File: src/include/tx_macros.svh
`ifndef TX_MACROS_SVH
`define TX_MACROS_SVH

// Samples per symbol
`define TX_OS 4

// Pulse span in symbols
`define TX_NBAUD 6

// Coefficient width, S(8,7)
`define TX_COEF_W 8

// Output sample width, S(8,7)
`define TX_OUT_W 8

// Wishbone bus sizes
`define TX_WB_AW 8
`define TX_WB_DW 16

`endif

File: src/verilog/tx_regs_pkg.sv
`include "tx_macros.svh"

package tx_regs_pkg;

  // Wishbone address and data
  typedef logic [`TX_WB_AW-1:0] wb_addr_t;
  typedef logic [`TX_WB_DW-1:0] wb_data_t;

  // Register map
  localparam wb_addr_t REG_CTRL   = 8'h00;
  localparam wb_addr_t REG_SEED_I = 8'h04;
  localparam wb_addr_t REG_SEED_Q = 8'h08;
  localparam wb_addr_t REG_SYMCNT = 8'h0C;
  localparam wb_addr_t COEF_BASE  = 8'h40;

  // Bus handshake states
  typedef enum logic {
    WB_IDLE,
    WB_ACK
  } wb_state_e;

endpackage

File: src/verilog/tx_types_pkg.sv
`include "tx_macros.svh"

package tx_types_pkg;

  // Filter coefficient, S(8,7)
  typedef logic signed [`TX_COEF_W-1:0] coef_t;

  // Shaped output sample, S(8,7)
  typedef logic signed [`TX_OUT_W-1:0] sample_t;

  // Sum of NBAUD partial products, needs log2 growth bits
  typedef logic signed [`TX_COEF_W+$clog2(`TX_NBAUD)-1:0] acc_t;

  // Sample phase within one symbol
  typedef logic [$clog2(`TX_OS)-1:0] phase_t;

  // Coefficient index, tap * OS + phase
  typedef logic [$clog2(`TX_NBAUD*`TX_OS)-1:0] coef_addr_t;

endpackage
File: src/verilog/polyph_filter.sv
`timescale 1ns/1ps
`include "tx_macros.svh"

module polyph_filter #(
  parameter int NBAUD = `TX_NBAUD,
  parameter int OS    = `TX_OS
) (
  input  logic                     clk,
  input  logic                     i_reset,
  input  logic                     i_enable,
  input  logic                     i_bit,
  input  logic                     i_shift,
  input  tx_types_pkg::phase_t     i_phase,
  input  logic                     i_coef_we,
  input  tx_types_pkg::coef_addr_t i_coef_addr,
  input  tx_types_pkg::coef_t      i_coef_data,
  output tx_types_pkg::sample_t    o_sample,
  output logic                     o_valid
);

  import tx_types_pkg::*;

  localparam int NCOEF = NBAUD * OS;
  localparam int ACC_W = $bits(acc_t);
  localparam int OUT_W = $bits(sample_t);
  // Output sign bit plus the growth bits above it
  localparam int NB_CHK = ACC_W - OUT_W + 1;

  coef_t            coef_mem [NCOEF];
  logic [NBAUD-1:0] shifter;
  acc_t             part [NBAUD];
  acc_t             sum;
  logic             in_range;
  sample_t          sat;

  // Coefficient bank, written from the bus
  always_ff @(posedge clk) begin
    if (i_reset) begin
      for (int k = 0; k < NCOEF; k++) begin
        coef_mem[k] <= '0;
      end
    end else if (i_coef_we && (i_coef_addr < NCOEF)) begin
      coef_mem[i_coef_addr] <= i_coef_data;
    end
  end

  // Symbol history, bit 0 is the newest symbol
  always_ff @(posedge clk) begin
    if (i_reset) begin
      shifter <= '0;
    end else if (i_shift) begin
      shifter <= {shifter[NBAUD-2:0], i_bit};
    end
  end

  // Bit 1 maps to -1, so the tap just flips the coefficient sign
  for (genvar t = 0; t < NBAUD; t++) begin : g_tap
    coef_t c;

    assign c = coef_mem[t*OS + i_phase];
    // Widen before negating so -128 stays representable
    assign part[t] = shifter[t] ? -acc_t'(c) : acc_t'(c);
  end

  always_comb begin
    sum = '0;
    for (int t = 0; t < NBAUD; t++) begin
      sum = sum + part[t];
    end
  end

  // Same fraction bits in and out, only the integer part is clipped
  assign in_range = (&sum[ACC_W-1 -: NB_CHK]) || !(|sum[ACC_W-1 -: NB_CHK]);

  always_comb begin
    if (in_range) begin
      sat = sample_t'(sum[OUT_W-1:0]);
    end else if (sum[ACC_W-1]) begin
      sat = {1'b1, {(OUT_W-1){1'b0}}};
    end else begin
      sat = {1'b0, {(OUT_W-1){1'b1}}};
    end
  end

  always_ff @(posedge clk) begin
    o_sample <= sat;
  end

  // Valid trails enable by the one register stage
  always_ff @(posedge clk) begin
    if (i_reset) begin
      o_valid <= 1'b0;
    end else begin
      o_valid <= i_enable;
    end
  end

endmodule

File: src/verilog/prbs_gen.sv
`timescale 1ns/1ps

module prbs_gen (
  input  logic       clk,
  input  logic       i_reset,
  input  logic       i_enable,
  input  logic [8:0] i_seed,
  input  logic       i_advance,
  output logic       o_bit
);

  logic [8:0] lfsr;
  logic [8:0] seed_ok;
  logic       fb;

  // All-zero state would lock the register
  assign seed_ok = (i_seed == '0) ? 9'd1 : i_seed;

  // x^9 + x^5 + 1
  assign fb = lfsr[8] ^ lfsr[4];

  always_ff @(posedge clk) begin
    if (i_reset) begin
      lfsr <= seed_ok;
    end else if (!i_enable) begin
      // Idle, keep tracking the seed register
      lfsr <= seed_ok;
    end else if (i_advance) begin
      lfsr <= {lfsr[7:0], fb};
    end
  end

  assign o_bit = lfsr[8];

endmodule

File: src/verilog/qpsk_tx.sv
`timescale 1ns/1ps

module qpsk_tx (
  input  logic                  clk,
  input  logic                  i_reset,
  input  logic                  i_wb_cyc,
  input  logic                  i_wb_stb,
  input  logic                  i_wb_we,
  input  tx_regs_pkg::wb_addr_t i_wb_adr,
  input  tx_regs_pkg::wb_data_t i_wb_dat,
  output tx_regs_pkg::wb_data_t o_wb_dat,
  output logic                  o_wb_ack,
  output tx_types_pkg::sample_t o_i_sample,
  output tx_types_pkg::sample_t o_q_sample,
  output logic                  o_sample_valid
);

  import tx_types_pkg::*;

  logic       enable;
  logic [8:0] seed_i;
  logic [8:0] seed_q;
  logic       coef_we;
  coef_addr_t coef_addr;
  coef_t      coef_data;
  phase_t     phase;
  logic       shift;
  logic       bit_i;
  logic       bit_q;

  tx_csr u_csr (
    .clk         (clk),
    .i_reset     (i_reset),
    .i_wb_cyc    (i_wb_cyc),
    .i_wb_stb    (i_wb_stb),
    .i_wb_we     (i_wb_we),
    .i_wb_adr    (i_wb_adr),
    .i_wb_dat    (i_wb_dat),
    .o_wb_dat    (o_wb_dat),
    .o_wb_ack    (o_wb_ack),
    .i_shift     (shift),
    .o_enable    (enable),
    .o_seed_i    (seed_i),
    .o_seed_q    (seed_q),
    .o_coef_we   (coef_we),
    .o_coef_addr (coef_addr),
    .o_coef_data (coef_data)
  );

  symbol_timing u_timing (
    .clk      (clk),
    .i_reset  (i_reset),
    .i_enable (enable),
    .o_phase  (phase),
    .o_shift  (shift)
  );

  prbs_gen u_prbs_i (
    .clk       (clk),
    .i_reset   (i_reset),
    .i_enable  (enable),
    .i_seed    (seed_i),
    .i_advance (shift),
    .o_bit     (bit_i)
  );

  prbs_gen u_prbs_q (
    .clk       (clk),
    .i_reset   (i_reset),
    .i_enable  (enable),
    .i_seed    (seed_q),
    .i_advance (shift),
    .o_bit     (bit_q)
  );

  // Both rails share one coefficient image
  polyph_filter u_filt_i (
    .clk         (clk),
    .i_reset     (i_reset),
    .i_enable    (enable),
    .i_bit       (bit_i),
    .i_shift     (shift),
    .i_phase     (phase),
    .i_coef_we   (coef_we),
    .i_coef_addr (coef_addr),
    .i_coef_data (coef_data),
    .o_sample    (o_i_sample),
    .o_valid     (o_sample_valid)
  );

  // Q valid is identical to I valid
  polyph_filter u_filt_q (
    .clk         (clk),
    .i_reset     (i_reset),
    .i_enable    (enable),
    .i_bit       (bit_q),
    .i_shift     (shift),
    .i_phase     (phase),
    .i_coef_we   (coef_we),
    .i_coef_addr (coef_addr),
    .i_coef_data (coef_data),
    .o_sample    (o_q_sample),
    .o_valid     ()
  );

endmodule

File: src/verilog/symbol_timing.sv
`timescale 1ns/1ps
`include "tx_macros.svh"

module symbol_timing (
  input  logic                 clk,
  input  logic                 i_reset,
  input  logic                 i_enable,
  output tx_types_pkg::phase_t o_phase,
  output logic                 o_shift
);

  import tx_types_pkg::*;

  localparam phase_t LAST = phase_t'(`TX_OS - 1);

  phase_t phase;

  // Modulo-OS counter, parked at 0 while disabled
  always_ff @(posedge clk) begin
    if (i_reset) begin
      phase <= '0;
    end else if (!i_enable) begin
      phase <= '0;
    end else if (phase == LAST) begin
      phase <= '0;
    end else begin
      phase <= phase + 1'b1;
    end
  end

  assign o_phase = phase;

  // Last sample of the symbol, new bits enter on the next edge
  assign o_shift = i_enable && (phase == LAST);

endmodule

File: src/verilog/tx_csr.sv
`timescale 1ns/1ps
`include "tx_macros.svh"

module tx_csr (
  input  logic                     clk,
  input  logic                     i_reset,
  input  logic                     i_wb_cyc,
  input  logic                     i_wb_stb,
  input  logic                     i_wb_we,
  input  tx_regs_pkg::wb_addr_t    i_wb_adr,
  input  tx_regs_pkg::wb_data_t    i_wb_dat,
  output tx_regs_pkg::wb_data_t    o_wb_dat,
  output logic                     o_wb_ack,
  input  logic                     i_shift,
  output logic                     o_enable,
  output logic [8:0]               o_seed_i,
  output logic [8:0]               o_seed_q,
  output logic                     o_coef_we,
  output tx_types_pkg::coef_addr_t o_coef_addr,
  output tx_types_pkg::coef_t      o_coef_data
);

  import tx_regs_pkg::*;
  import tx_types_pkg::*;

  localparam int NCOEF = `TX_NBAUD * `TX_OS;

  wb_state_e state;
  logic      wr_cycle;
  logic      is_coef;
  wb_addr_t  coef_off;
  wb_data_t  symcnt;

  // One ack cycle per bus request, then back to idle
  always_ff @(posedge clk) begin
    if (i_reset) begin
      state <= WB_IDLE;
    end else begin
      case (state)
        WB_IDLE: begin
          if (i_wb_cyc && i_wb_stb) begin
            state <= WB_ACK;
          end
        end
        default: begin
          state <= WB_IDLE;
        end
      endcase
    end
  end

  assign o_wb_ack = (state == WB_ACK);

  // Writes land on the edge that closes the ack cycle
  assign wr_cycle = o_wb_ack && i_wb_cyc && i_wb_stb && i_wb_we;

  // Coefficient window decode
  assign coef_off = i_wb_adr - COEF_BASE;
  assign is_coef  = (i_wb_adr >= COEF_BASE) && (coef_off < NCOEF);

  assign o_coef_we   = wr_cycle && is_coef;
  assign o_coef_addr = coef_addr_t'(coef_off);
  assign o_coef_data = coef_t'(i_wb_dat[`TX_COEF_W-1:0]);

  always_ff @(posedge clk) begin
    if (i_reset) begin
      o_enable <= 1'b0;
      o_seed_i <= '0;
      o_seed_q <= '0;
    end else if (wr_cycle) begin
      case (i_wb_adr)
        REG_CTRL:   o_enable <= i_wb_dat[0];
        REG_SEED_I: o_seed_i <= i_wb_dat[8:0];
        REG_SEED_Q: o_seed_q <= i_wb_dat[8:0];
        default:    ;
      endcase
    end
  end

  // Symbol counter, restarted by any CTRL write
  always_ff @(posedge clk) begin
    if (i_reset) begin
      symcnt <= '0;
    end else if (wr_cycle && (i_wb_adr == REG_CTRL)) begin
      symcnt <= '0;
    end else if (i_shift) begin
      symcnt <= symcnt + 1'b1;
    end
  end

  // Read mux, coefficients are write-only
  always_comb begin
    o_wb_dat = '0;
    case (i_wb_adr)
      REG_CTRL:   o_wb_dat[0]   = o_enable;
      REG_SEED_I: o_wb_dat[8:0] = o_seed_i;
      REG_SEED_Q: o_wb_dat[8:0] = o_seed_q;
      REG_SYMCNT: o_wb_dat      = symcnt;
      default:    o_wb_dat      = '0;
    endcase
  end

endmodule

File: config.mk
export PLATFORM = sky130hd
export DESIGN_NAME = qpsk_tx
export DESIGN_NICKNAME = d
export VERILOG_FILES = /design/src/verilog/tx_regs_pkg.sv /design/src/verilog/tx_types_pkg.sv /design/src/verilog/polyph_filter.sv /design/src/verilog/prbs_gen.sv /design/src/verilog/qpsk_tx.sv /design/src/verilog/symbol_timing.sv /design/src/verilog/tx_csr.sv
export VERILOG_INCLUDE_DIRS = /design/src /design/src/include
export SDC_FILE = /design/constraint.sdc
export NUM_CORES = 1
export LEC_CHECK = 0
export CORE_UTILIZATION = 66
export DETAILED_ROUTE_END_ITERATION = 8
export DONT_BUFFER_PORTS = 1
export PLACE_DENSITY_LB_ADDON = 0.12
export SYNTH_ARGS = -nofsm -noshare
export SYNTH_HDL_FRONTEND = slang
export SYNTH_HIERARCHICAL = 1
export SYNTH_SLANG_ARGS = --single-unit
File: constraint.sdc
create_clock -name clk -period 8.1 [get_ports clk]
set_clock_uncertainty 0.1 [all_clocks]
set_input_delay 0.81 -clock clk [delete_from_list [all_inputs] [get_ports clk]]
set_output_delay 0.81 -clock clk [all_outputs]
set_load 0.03 [all_outputs]
==> results by group, run 1 <==
Status
  • Status: completed

Floorplan
  • Ports: 63
  • DIE WIDTH: 199.8 µm
  • Core Area: 0.03865 mm²
  • Die height: 199.8 µm
  • Die ar.: 0.03992 mm²
  • Starting Density: 0.6682
  • Rows: 72

Synth
  • Post-synth net total: 2128
  • Synth Instances: 1989
  • Post-Syn Area: 0.02582 mm²
  • Post-synthesis average cell area: 12.98 µm²
  • Yosys warns: 6

Timing
  • Rel. slew slack: 0.4026
  • Min Tclk post-route: 6.540 ns
  • Unrepaired setup endpoints after global routing: no
  • Measured slew at the worst slew-check pin: 0.8892 ns
  • Fmax: 152.9 MHz
  • Max Transition Viols Final: 0
  • Final Hold Slack: 0.2046 ns
  • Setup_tns: 0 ns
  • Setup Viol. Count Final: 0
  • Final Hold Viols: 0
  • Period utilisation layout: 0.8074

Worst setup path
  • CP delay by family, top: compound AO/OA/AOI/OAI gates
  • Worst path required time: 8.40 ns
  • Kind of critical path: reg2reg
  • CP bufs+invs: 3
  • CP Launch Type: flip-flop
  • Critical path cell sequence: buf_12 > mux4_2 > o31ai_1 > xnor2_1 > fa_1 > fa_1 > inv_1 > fa_1 > inv_1 > ha_1 > a21o_1 > a21oi_1 > o21bai_1 > a211o_1 > a21oi_1 > xnor2_1 > o31ai_1 > o21ai_1
  • Arr. time, crit path: 6.84 ns
  • Critical Path Most Common Cell: fa_1
  • Crit. End Element: flip-flop
  • Crit path max fanout: 52
  • Crit path max-delay cell type: o31ai_1
  • Crit path largest cell delay: 0.67 ns

Route
  • Initial DRT Pass Iterations: 5
  • Via density: 5.953
  • Iteration-0 DRC count of the detailed router: 1175
  • Overall routed net length: 54790 µm
  • Wire length per cell: 21.90 µm
  • DRC errors left: 0
  • Routed via count: 14900
  • Antenna Nets Post-Route: 0

CTS
  • Clock sinks: 469
  • Max H-tree Level: 2
  • Setup bufs post-CTS: 0
  • Clock Latency Late Sink: 0.59 ns
  • CTS resizes: 0
  • Cts hold-fix bufs: 0
  • TritonCTS clock tree: built
  • Clock transition at path regs: 0.06 ns
  • Total CTS buffers: 49
  • Root Buffer: clkbuf_16
  • CTS max path bufs: 3

Placement
  • DP Wirelength: 36810 µm
  • Gpl congestion: 0.8385
  • DP Cell Count: 2411
  • I/O Buffers: 0

Global routing
  • Met2 usage in global routing: 0.4600
  • Vias in the first global route: 15210
  • GRT met1 Usage: 0.4018
  • All-Layer GR Usage: 0.2860
  • Initial antenna violation count: 0
  • Largest net degree at the start of global routing: 89
  • GRT Max-Usage Layer: met2
  • M3 GR Usage: 0.06502
  • First-pass GRT wire length: 85330 µm
  • Grt ovf: 0

Layout
  • Area Overhead vs Synth: 6.624%
  • Layout Cells excl Fill: 2502
  • Final Core Density: 0.7124
  • Layout cell share with drive strength beyond 1: 0.1452
  • Post-layout nets: 2083
  • Fill cells: 2563
  • Diodes inserted: 0

Pwr
  • Maximum VDD drop: 0.1584 mV
  • Post-route total power: 5.763 mW
  • Pleak: 10.24 nW
  • Pwr dens: 209.3 mW/mm²

Flow run
  • Max-cap violations: 0

Worst hold path
  • Hold crit path type: in2reg
per-stage QoR:
step,instance area [µm²],setup WS (ns)
final,27530,1.560
after global routing,27530,1.109
after CTS,27530,1.526
after detailed placement,25970,1.553
after global placement,25970,1.686
after floorplan,25820,1.696
flip-flops by register name (all words and copies together) (netlist names), 8 cells and up:
register and flops:
u_filt_i/coef_mem 192, u_filt_q/coef_mem 192, u_csr/symcnt 16, u_csr/o_seed_i 9
u_csr/o_seed_q 9, u_prbs_i/lfsr 9, u_prbs_q/lfsr 9, u_filt_i/o_sample 8
u_filt_q/o_sample 8
final timing paths:
kind / startpoint / slack, ns / end / depth (start not counted)
setup / recovery: u_timing/o_phase[0]$_SDFF_PP0_ / 1.56 / u_filt_q/o_sample[0]$_DFF_P_ / 18
hold / removal: i_reset / 0.20 / u_csr/o_seed_q[2]$_SDFFE_PP0P_ / 1
setup reg to reg: u_timing/o_phase[0]$_SDFF_PP0_ / 1.56 / u_filt_q/o_sample[0]$_DFF_P_ / 18
hold reg to reg: u_csr/symcnt[14]$_SDFFE_PP0P_ / 0.44 / u_csr/symcnt[15]$_SDFFE_PP0P_ / 2
cell usage in the layout (no fill, tap or decap), types with 48 or more instances in the layout:
| cell | instances |
|---|---|
| edfxtp_1 | 402 |
| and2_1 | 391 |
| inv_1 | 130 |
| nor2_1 | 127 |
| xnor2_1 | 110 |
| mux4_2 | 96 |
| nand2_1 | 85 |
| fa_1 | 78 |
| dfxtp_1 | 65 |
| clkbuf_16 | 49 |
| or2_2 | 48 |
per-layer routing:
| metal | vias up | wire length [µm] |
|---|---|---|
| li1 | 6823 | - |
| met1 | 7484 | 23280 |
| met2 | 516 | 26440 |
| met3 | 72 | 4174 |
| met4 | 0 | 898 |
| met5 | - | 0 |
layout make-up:
class / count / area [µm²] / area share
sequential: 469 / 13420 / 0.4874
multi-input combinational: 1287 / 11330 / 0.4114
clock buffer: 69 / 1331 / 0.04835
tap: 518 / 648.1 / 0.02354
inverter: 130 / 488.0 / 0.01772
clock inverter: 22 / 229.0 / 0.008316
timing repair buffer: 7 / 90.09 / 0.003272
report_power, final:
group          leakage [nW]  switching [mW]  internal, mW
combinational          4.72           0.426         0.308
sequential             4.76           0.120          2.72
clock                 0.758           0.909          1.28
Power figures use the tool's default switching activity.
==> inputs of run 2 (changes only) <==
--- a/config.mk
+++ b/config.mk
@@ -6,7 +6,7 @@
 export SDC_FILE = /design/constraint.sdc
 export NUM_CORES = 1
 export LEC_CHECK = 0
-export CORE_UTILIZATION = 66
+export CORE_UTILIZATION = 60
 export DETAILED_ROUTE_END_ITERATION = 8
 export DONT_BUFFER_PORTS = 1
 export PLACE_DENSITY_LB_ADDON = 0.12
==> constraint.sdc (replaced) <==
create_clock -name clk -period 5.65 [get_ports clk]
set_clock_uncertainty 0.1 [all_clocks]
set_input_delay 0.565 -clock clk [delete_from_list [all_inputs] [get_ports clk]]
set_output_delay 0.565 -clock clk [all_outputs]
set_load 0.03 [all_outputs]
==> run 2 against run 1 <==
- the run now ends with negative setup slack left
- cell count up 5.5%
- first-iteration DRC count fell by 7.0%
- fmax is 14% higher
- global-route usage is 1.8 points lower
- largest power group unchanged
- register-to-register slack got worse by 1.6 ns
==> results by group, run 2 (synthesis results as in run 1) <==
Layout
  • Most common cell after layout, fill and taps aside: edfxtp_1
  • Fill cells: 2904
  • Final Cell Area: 0.02967 mm²
  • Diodes inserted: 0
  • Layout cell share with drive strength beyond 1: 0.2638
  • Commonest cells after routing, fill and taps aside: 402 x edfxtp_1, 391 x and2_1, 121 x nor2_1, 111 x inv_1, 96 x mux4_2
  • Top Registers: u_filt_i/coef_mem (192), u_filt_q/coef_mem (192), u_csr/symcnt (16)
  • Area Overhead vs Synth: 14.90%
  • Post-layout nets: 2197

Route
  • Wire length per cell: 21.88 µm
  • DRC errors left: 0
  • Antenna Nets Post-Route: 0
  • Initial DRT Pass Iterations: 7
  • Routed via count: 15460
  • Via density: 5.859
  • Overall routed net length: 57740 µm
  • Iteration-0 DRC count of the detailed router: 1093

CTS
  • Clock transition at path regs: 0.06 ns
  • Root Buffer: clkbuf_16
  • TritonCTS clock tree: built
  • Clock sinks: 469
  • Max H-tree Level: 2
  • Clock Latency Late Sink: 0.59 ns
  • CTS max path bufs: 3
  • Total CTS buffers: 50

Worst hold path
  • Sink of the worst hold path: u_csr/o_seed_i[8]$_SDFFE_PP0P_
  • Hold crit path type: in2reg
  • Hold Crit Depth: 2
  • Worst Min Path Start: i_wb_dat[8]

Worst setup path
  • Crit path max fanout: 6
  • Reg2reg setup slack: -0.08 ns
  • Critical path cell sequence: buf_6 > buf_12 > mux4_2 > or3_4 > or3_4 > or4b_4 > nand2_2 > xnor2_2 > fa_1 > fa_1 > inv_1 > fa_1 > inv_2 > ha_4 > o21ai_2 > a21oi_2 > xnor2_1 > xnor3_2 > nor2_4 > o21a_1
  • Critical Path Most Common Cell: fa_1
  • Crit. End Element: flip-flop
  • Crit path max-delay cell type: mux4_2
  • Crit path largest cell delay: 0.53 ns
  • Reg-to-Reg Start: u_timing/o_phase[0]$_SDFF_PP0_
  • Arr. time, crit path: 6.14 ns
  • R2R Path End: u_filt_i/o_sample[2]$_DFF_P_
  • Worst path required time: 6.06 ns
  • Reg2reg path depth: 20
  • Kind of critical path: reg2reg
  • CP Launch Type: flip-flop

Floorplan
  • Rows: 75
  • DIE WIDTH: 209.5 µm
  • Die ar.: 0.04387 mm²
  • Core Area: 0.04223 mm²
  • Ports: 63
  • Die height: 209.5 µm
  • Starting Density: 0.6115

Placement
  • DP Wirelength: 37740 µm
  • DP Area: 0.02687 mm²
  • I/O Buffers: 0
  • Gpl congestion: 0.8601

Timing
  • Worst Slack Setup Final: -0.08248 ns
  • Max Transition Viols Final: 0
  • Setup Viol. Count Final: 13
  • Period utilisation layout: 1.015
  • Fmax: 174.4 MHz
  • Min Tclk post-route: 5.732 ns
  • Rel. slew slack: 0.3547
  • Final Hold Viols: 0
  • Unrepaired setup endpoints after global routing: yes
  • Measured slew at the worst slew-check pin: 0.9606 ns
  • Setup_tns: -0.4918 ns

Pwr
  • Gate power share: 0.146
  • Maximum VDD drop: 0.2555 mV
  • Net Sw Frac: 0.2547
  • Clock share of power: 0.390
  • Seq pwr share: 0.464
  • Pwr dens: 296.5 mW/mm²
  • P_int: 6.557 mW
  • Post-route total power: 8.798 mW
  • Pleak: 11.27 nW
  • Switching pwr: 2.241 mW

Global routing
  • Largest net degree at the start of global routing: 56
  • Initial antenna violation count: 0
  • All-Layer GR Usage: 0.2683
  • First-pass GRT wire length: 88740 µm
  • Vias in the first global route: 15710
  • Grt ovf: 0

Flow run
  • Max-cap violations: 0

Status
  • Failing checks: negative setup slack
  • Status: finished with violations
[run 2: critical path, delay by kind of cell (launching register included)]
kind                     cells  cell delay, ns
AO/OA/AOI/OAI                3            0.39
XOR/XNOR                     3            0.64
adder cells (fa/ha/maj)      4            1.72
buffers and inverters        4            0.33
flip-flops                   1            0.37
multiplexers                 1            0.53
AND/OR/NAND/NOR              5            1.59
[run 2: through the flow]
| stage | utilization | setup slack [ns] | hold WS (ns) | std cells |
|---|---|---|---|---|
| after floorplan | - | -0.04584 | 0.3389 | 1989 |
| after global placement | 0.6363 | -0.07192 | 0.4101 | 2495 |
| after detailed placement | 0.6363 | -0.1455 | 0.4120 | 2495 |
| after CTS | 0.6895 | -0.08022 | 0.00006056 | 2620 |
| after global routing | 0.7026 | -0.2909 | 0.02034 | 2639 |
| final | 0.7026 | -0.08248 | 0.02661 | 2639 |
[run 2: how the worst max path moves through the flow]
stage | cells past startpoint | from | slack [ns] | endpoint
5_1_grt | 25 | u_timing/o_phase[0]$_SDFF_PP0_ | -0.29 | u_filt_i/o_sample[2]$_DFF_P_
6_report | 20 | u_timing/o_phase[0]$_SDFF_PP0_ | -0.08 | u_filt_i/o_sample[2]$_DFF_P_
3_5_place_dp | 21 | u_timing/o_phase[0]$_SDFF_PP0_ | -0.15 | u_filt_i/o_sample[2]$_DFF_P_
3_3_place_gp | 21 | u_timing/o_phase[0]$_SDFF_PP0_ | -0.07 | u_filt_i/o_sample[2]$_DFF_P_
2_1_floorplan | 23 | u_timing/o_phase[0]$_SDFF_PP0_ | -0.05 | u_filt_q/o_sample[0]$_DFF_P_
4_1_cts | 21 | u_timing/o_phase[0]$_SDFF_PP0_ | -0.08 | u_filt_i/o_sample[2]$_DFF_P_
[run 2: routing by layer]
metal / vias up / track usage / share of wire
met5: - / 0 / 0
met4: 0 / 0.06569 / 0.018
met3: 67 / 0.04384 / 0.067
met2: 494 / 0.4368 / 0.48
met1: 7829 / 0.3811 / 0.43
li1: 7072 / - / -
[run 2: power by group through the flow]
stage                     logic (mW)  registers, mW  clock network, mW
final                           1.28           4.08               3.43
after global routing            1.43           4.09               3.62
after CTS                       1.21           4.08               3.48
after detailed placement        1.16           4.16                  0
after global placement          1.14           4.15                  0
after floorplan                0.918           4.12                  0
[run 2: repair_timing]
action / 4_1_cts / 5_1_grt
pin swaps: 31 / 51
setup buffers: 26 / 18
gates resized for setup: 27 / 85
hold buffers: 6 / 0
cloned: 1 / 1
hold endpoints to repair: 34 / 0
setup endpoints to repair: 15 / 15
[run 2: area by class of cell]
| type | instances | area (µm²) | area share |
|---|---|---|---|
| Sequential cell | 469 | 13420 | 0.4523 |
| Multi-Input combinational cell | 1287 | 12130 | 0.4088 |
| Clock buffer | 64 | 1406 | 0.04740 |
| Timing Repair Buffer | 120 | 1196 | 0.04031 |
| Inverter | 130 | 488.0 | 0.01645 |
| Clock inverter | 30 | 356.6 | 0.01202 |
| Tap cell | 539 | 674.4 | 0.02273 |
==> inputs of run 3 (changes only) <==
--- a/config.mk
+++ b/config.mk
@@ -14,3 +14,4 @@
 export SYNTH_HDL_FRONTEND = slang
 export SYNTH_HIERARCHICAL = 1
 export SYNTH_SLANG_ARGS = --single-unit
+export TNS_END_PERCENT = 50
==> run 3 against run 2 <==
- the flow still finishes with violations (negative setup slack)
- die area unchanged
- clock-buffer cell count unchanged
- clock power about the same
- largest cell class unchanged
- largest power group unchanged
==> results by group, run 3 (synthesis results as in run 1) <==
Status
  • Status: finished with violations
  • Failing checks: negative setup slack

Timing
  • Rel. slew slack: 0.3547
  • Unrepaired setup endpoints after global routing: yes
  • Final Hold Viols: 0
  • Setup_tns: -0.8909 ns
  • Period utilisation layout: 1.015
  • Fmax: 174.4 MHz
  • Worst Slack Setup Final: -0.08493 ns
  • Max Transition Viols Final: 0
  • Min Tclk post-route: 5.735 ns
  • Measured slew at the worst slew-check pin: 0.9606 ns
  • Setup Viol. Count Final: 14

Floorplan
  • Die ar.: 0.04387 mm²
  • Starting Density: 0.6115
  • Rows: 75
  • DIE WIDTH: 209.5 µm
  • Ports: 63
  • Core Area: 0.04223 mm²
  • Die height: 209.5 µm

Global routing
  • Grt ovf: 0
  • First-pass GRT wire length: 88750 µm
  • All-Layer GR Usage: 0.2683
  • Largest net degree at the start of global routing: 56
  • M3 GR Usage: 0.04384
  • Met2 usage in global routing: 0.4369
  • Initial antenna violation count: 0
  • Vias in the first global route: 15710
  • GRT met1 Usage: 0.3811
  • GRT Max-Usage Layer: met2

Worst setup path
  • Crit path largest cell delay: 0.52 ns
  • CP Launch Type: flip-flop
  • Worst path required time: 6.06 ns
  • Kind of critical path: reg2reg
  • CP bufs+invs: 4
  • Critical path cell sequence: buf_6 > buf_12 > mux4_2 > or3_4 > or3_4 > or4b_4 > nand2_2 > xnor2_2 > fa_1 > fa_1 > inv_1 > fa_1 > inv_2 > ha_4 > o21ai_2 > a21oi_2 > xnor2_1 > xnor3_2 > nor2_4 > o21a_1
  • Crit path max fanout: 6
  • Crit. End Element: flip-flop
  • CP delay by family, top: adder cells
  • Critical Path Most Common Cell: fa_1
  • Crit path max-delay cell type: mux4_2
  • Arr. time, crit path: 6.14 ns

Layout
  • Sequential Area: 0.01342 mm²
  • Layout cell share with drive strength beyond 1: 0.2659
  • Area Overhead vs Synth: 15.06%
  • Fill cells: 2899
  • Top Registers: u_filt_i/coef_mem (192), u_filt_q/coef_mem (192), u_csr/symcnt (16)
  • Post-layout nets: 2199
  • Multi-input gate area in the final layout: 0.01216 mm²
  • Commonest cells after routing, fill and taps aside: 402 x edfxtp_1, 391 x and2_1, 118 x nor2_1, 112 x inv_1, 96 x mux4_2
  • Most common cell after layout, fill and taps aside: edfxtp_1

Flow run
  • Max-cap violations: 0

CTS
  • Clock sinks: 469
  • Clock Latency Late Sink: 0.59 ns
  • Clock transition at path regs: 0.06 ns
  • Max H-tree Level: 2
  • Total CTS buffers: 50
  • Root Buffer: clkbuf_16
  • CTS max path bufs: 3
  • TritonCTS clock tree: built

Route
  • Iteration-0 DRC count of the detailed router: 1085
  • Antenna Nets Post-Route: 0
  • Wire length per cell: 21.85 µm
  • DRC errors left: 0
  • Routed via count: 15440
  • Overall routed net length: 57740 µm
  • Via density: 5.845
  • Initial DRT Pass Iterations: 5

Pwr
  • Post-route total power: 8.792 mW
  • Pleak: 11.27 nW
  • Pwr dens: 295.9 mW/mm²
  • Maximum VDD drop: 0.2545 mV

Placement
  • Gpl congestion: 0.8601
  • DP Wirelength: 37740 µm
  • I/O Buffers: 0

Worst hold path
  • Hold crit path type: in2reg
==> run 3: changes by cell type in the layout (fill, tap and decap cells not counted), sizes merged <==
| cell | change |
|---|---|
| diode | +1 |
| buf | +2 |
==> run 3: area by class of cell <==
cell class              count  area share
diodes                      1  0.00008422
clock buffers              64     0.04733
clock inverters            30     0.01200
inverters                 130     0.01642
multi-input cells        1287      0.4091
flip-flops and latches    469      0.4517
well taps                 539     0.02270
repair buffers            122     0.04064
==> run 3: worst paths after layout <==
path                                   from                             end  slack, ns  cells after the start
max reg2reg  u_timing/o_phase[0]$_SDFF_PP0_    u_filt_i/o_sample[2]$_DFF_P_      -0.08                     20
max          u_timing/o_phase[0]$_SDFF_PP0_    u_filt_i/o_sample[2]$_DFF_P_      -0.08                     20
min                             i_wb_dat[4]  u_csr/o_seed_i[4]$_SDFFE_PP0P_       0.02                      2
min reg2reg  u_csr/o_seed_i[0]$_SDFFE_PP0P_  u_csr/o_seed_i[0]$_SDFFE_PP0P_       0.44                      2
==> run 3: metrics by stage <==
step	util	setup slack, ns	instance area, µm²	cells	hold WS [ns]
2_1_floorplan	-	-0.04584	26230	1989	0.3389
3_3_place_gp	0.6363	-0.07192	26870	2495	0.4101
3_5_place_dp	0.6363	-0.1455	26870	2495	0.4120
4_1_cts	0.6895	-0.08022	29120	2620	0.00006056
5_1_grt	0.7035	-0.2909	29710	2641	0.01927
6_report	0.7036	-0.08493	29710	2642	0.02210
==> run 3: power by group <==
part	internal (mW)	total [mW]	switching, mW	leakage (nW)
registers	3.90	4.08	0.180	4.76
logic	0.594	1.27	0.680	5.66
clock network	2.05	3.44	1.39	0.849
==> run 3: per-layer routing <==
metal  routed length, µm  part of all wire
met5                   0                 0
met4                 904             0.016
met3                3907             0.068
met2               28010              0.49
met1               24920              0.43
==> run 3: repair_timing <==
action / 4_1_cts / 5_1_grt
endpoints found under the hold margin: 34 / 0
pin swaps: 34 / 50
setup buffers: 26 / 20
endpoints found under the setup margin: 15 / 15
hold buffers: 6 / 0
resized for setup: 28 / 85
gates cloned: 1 / 1
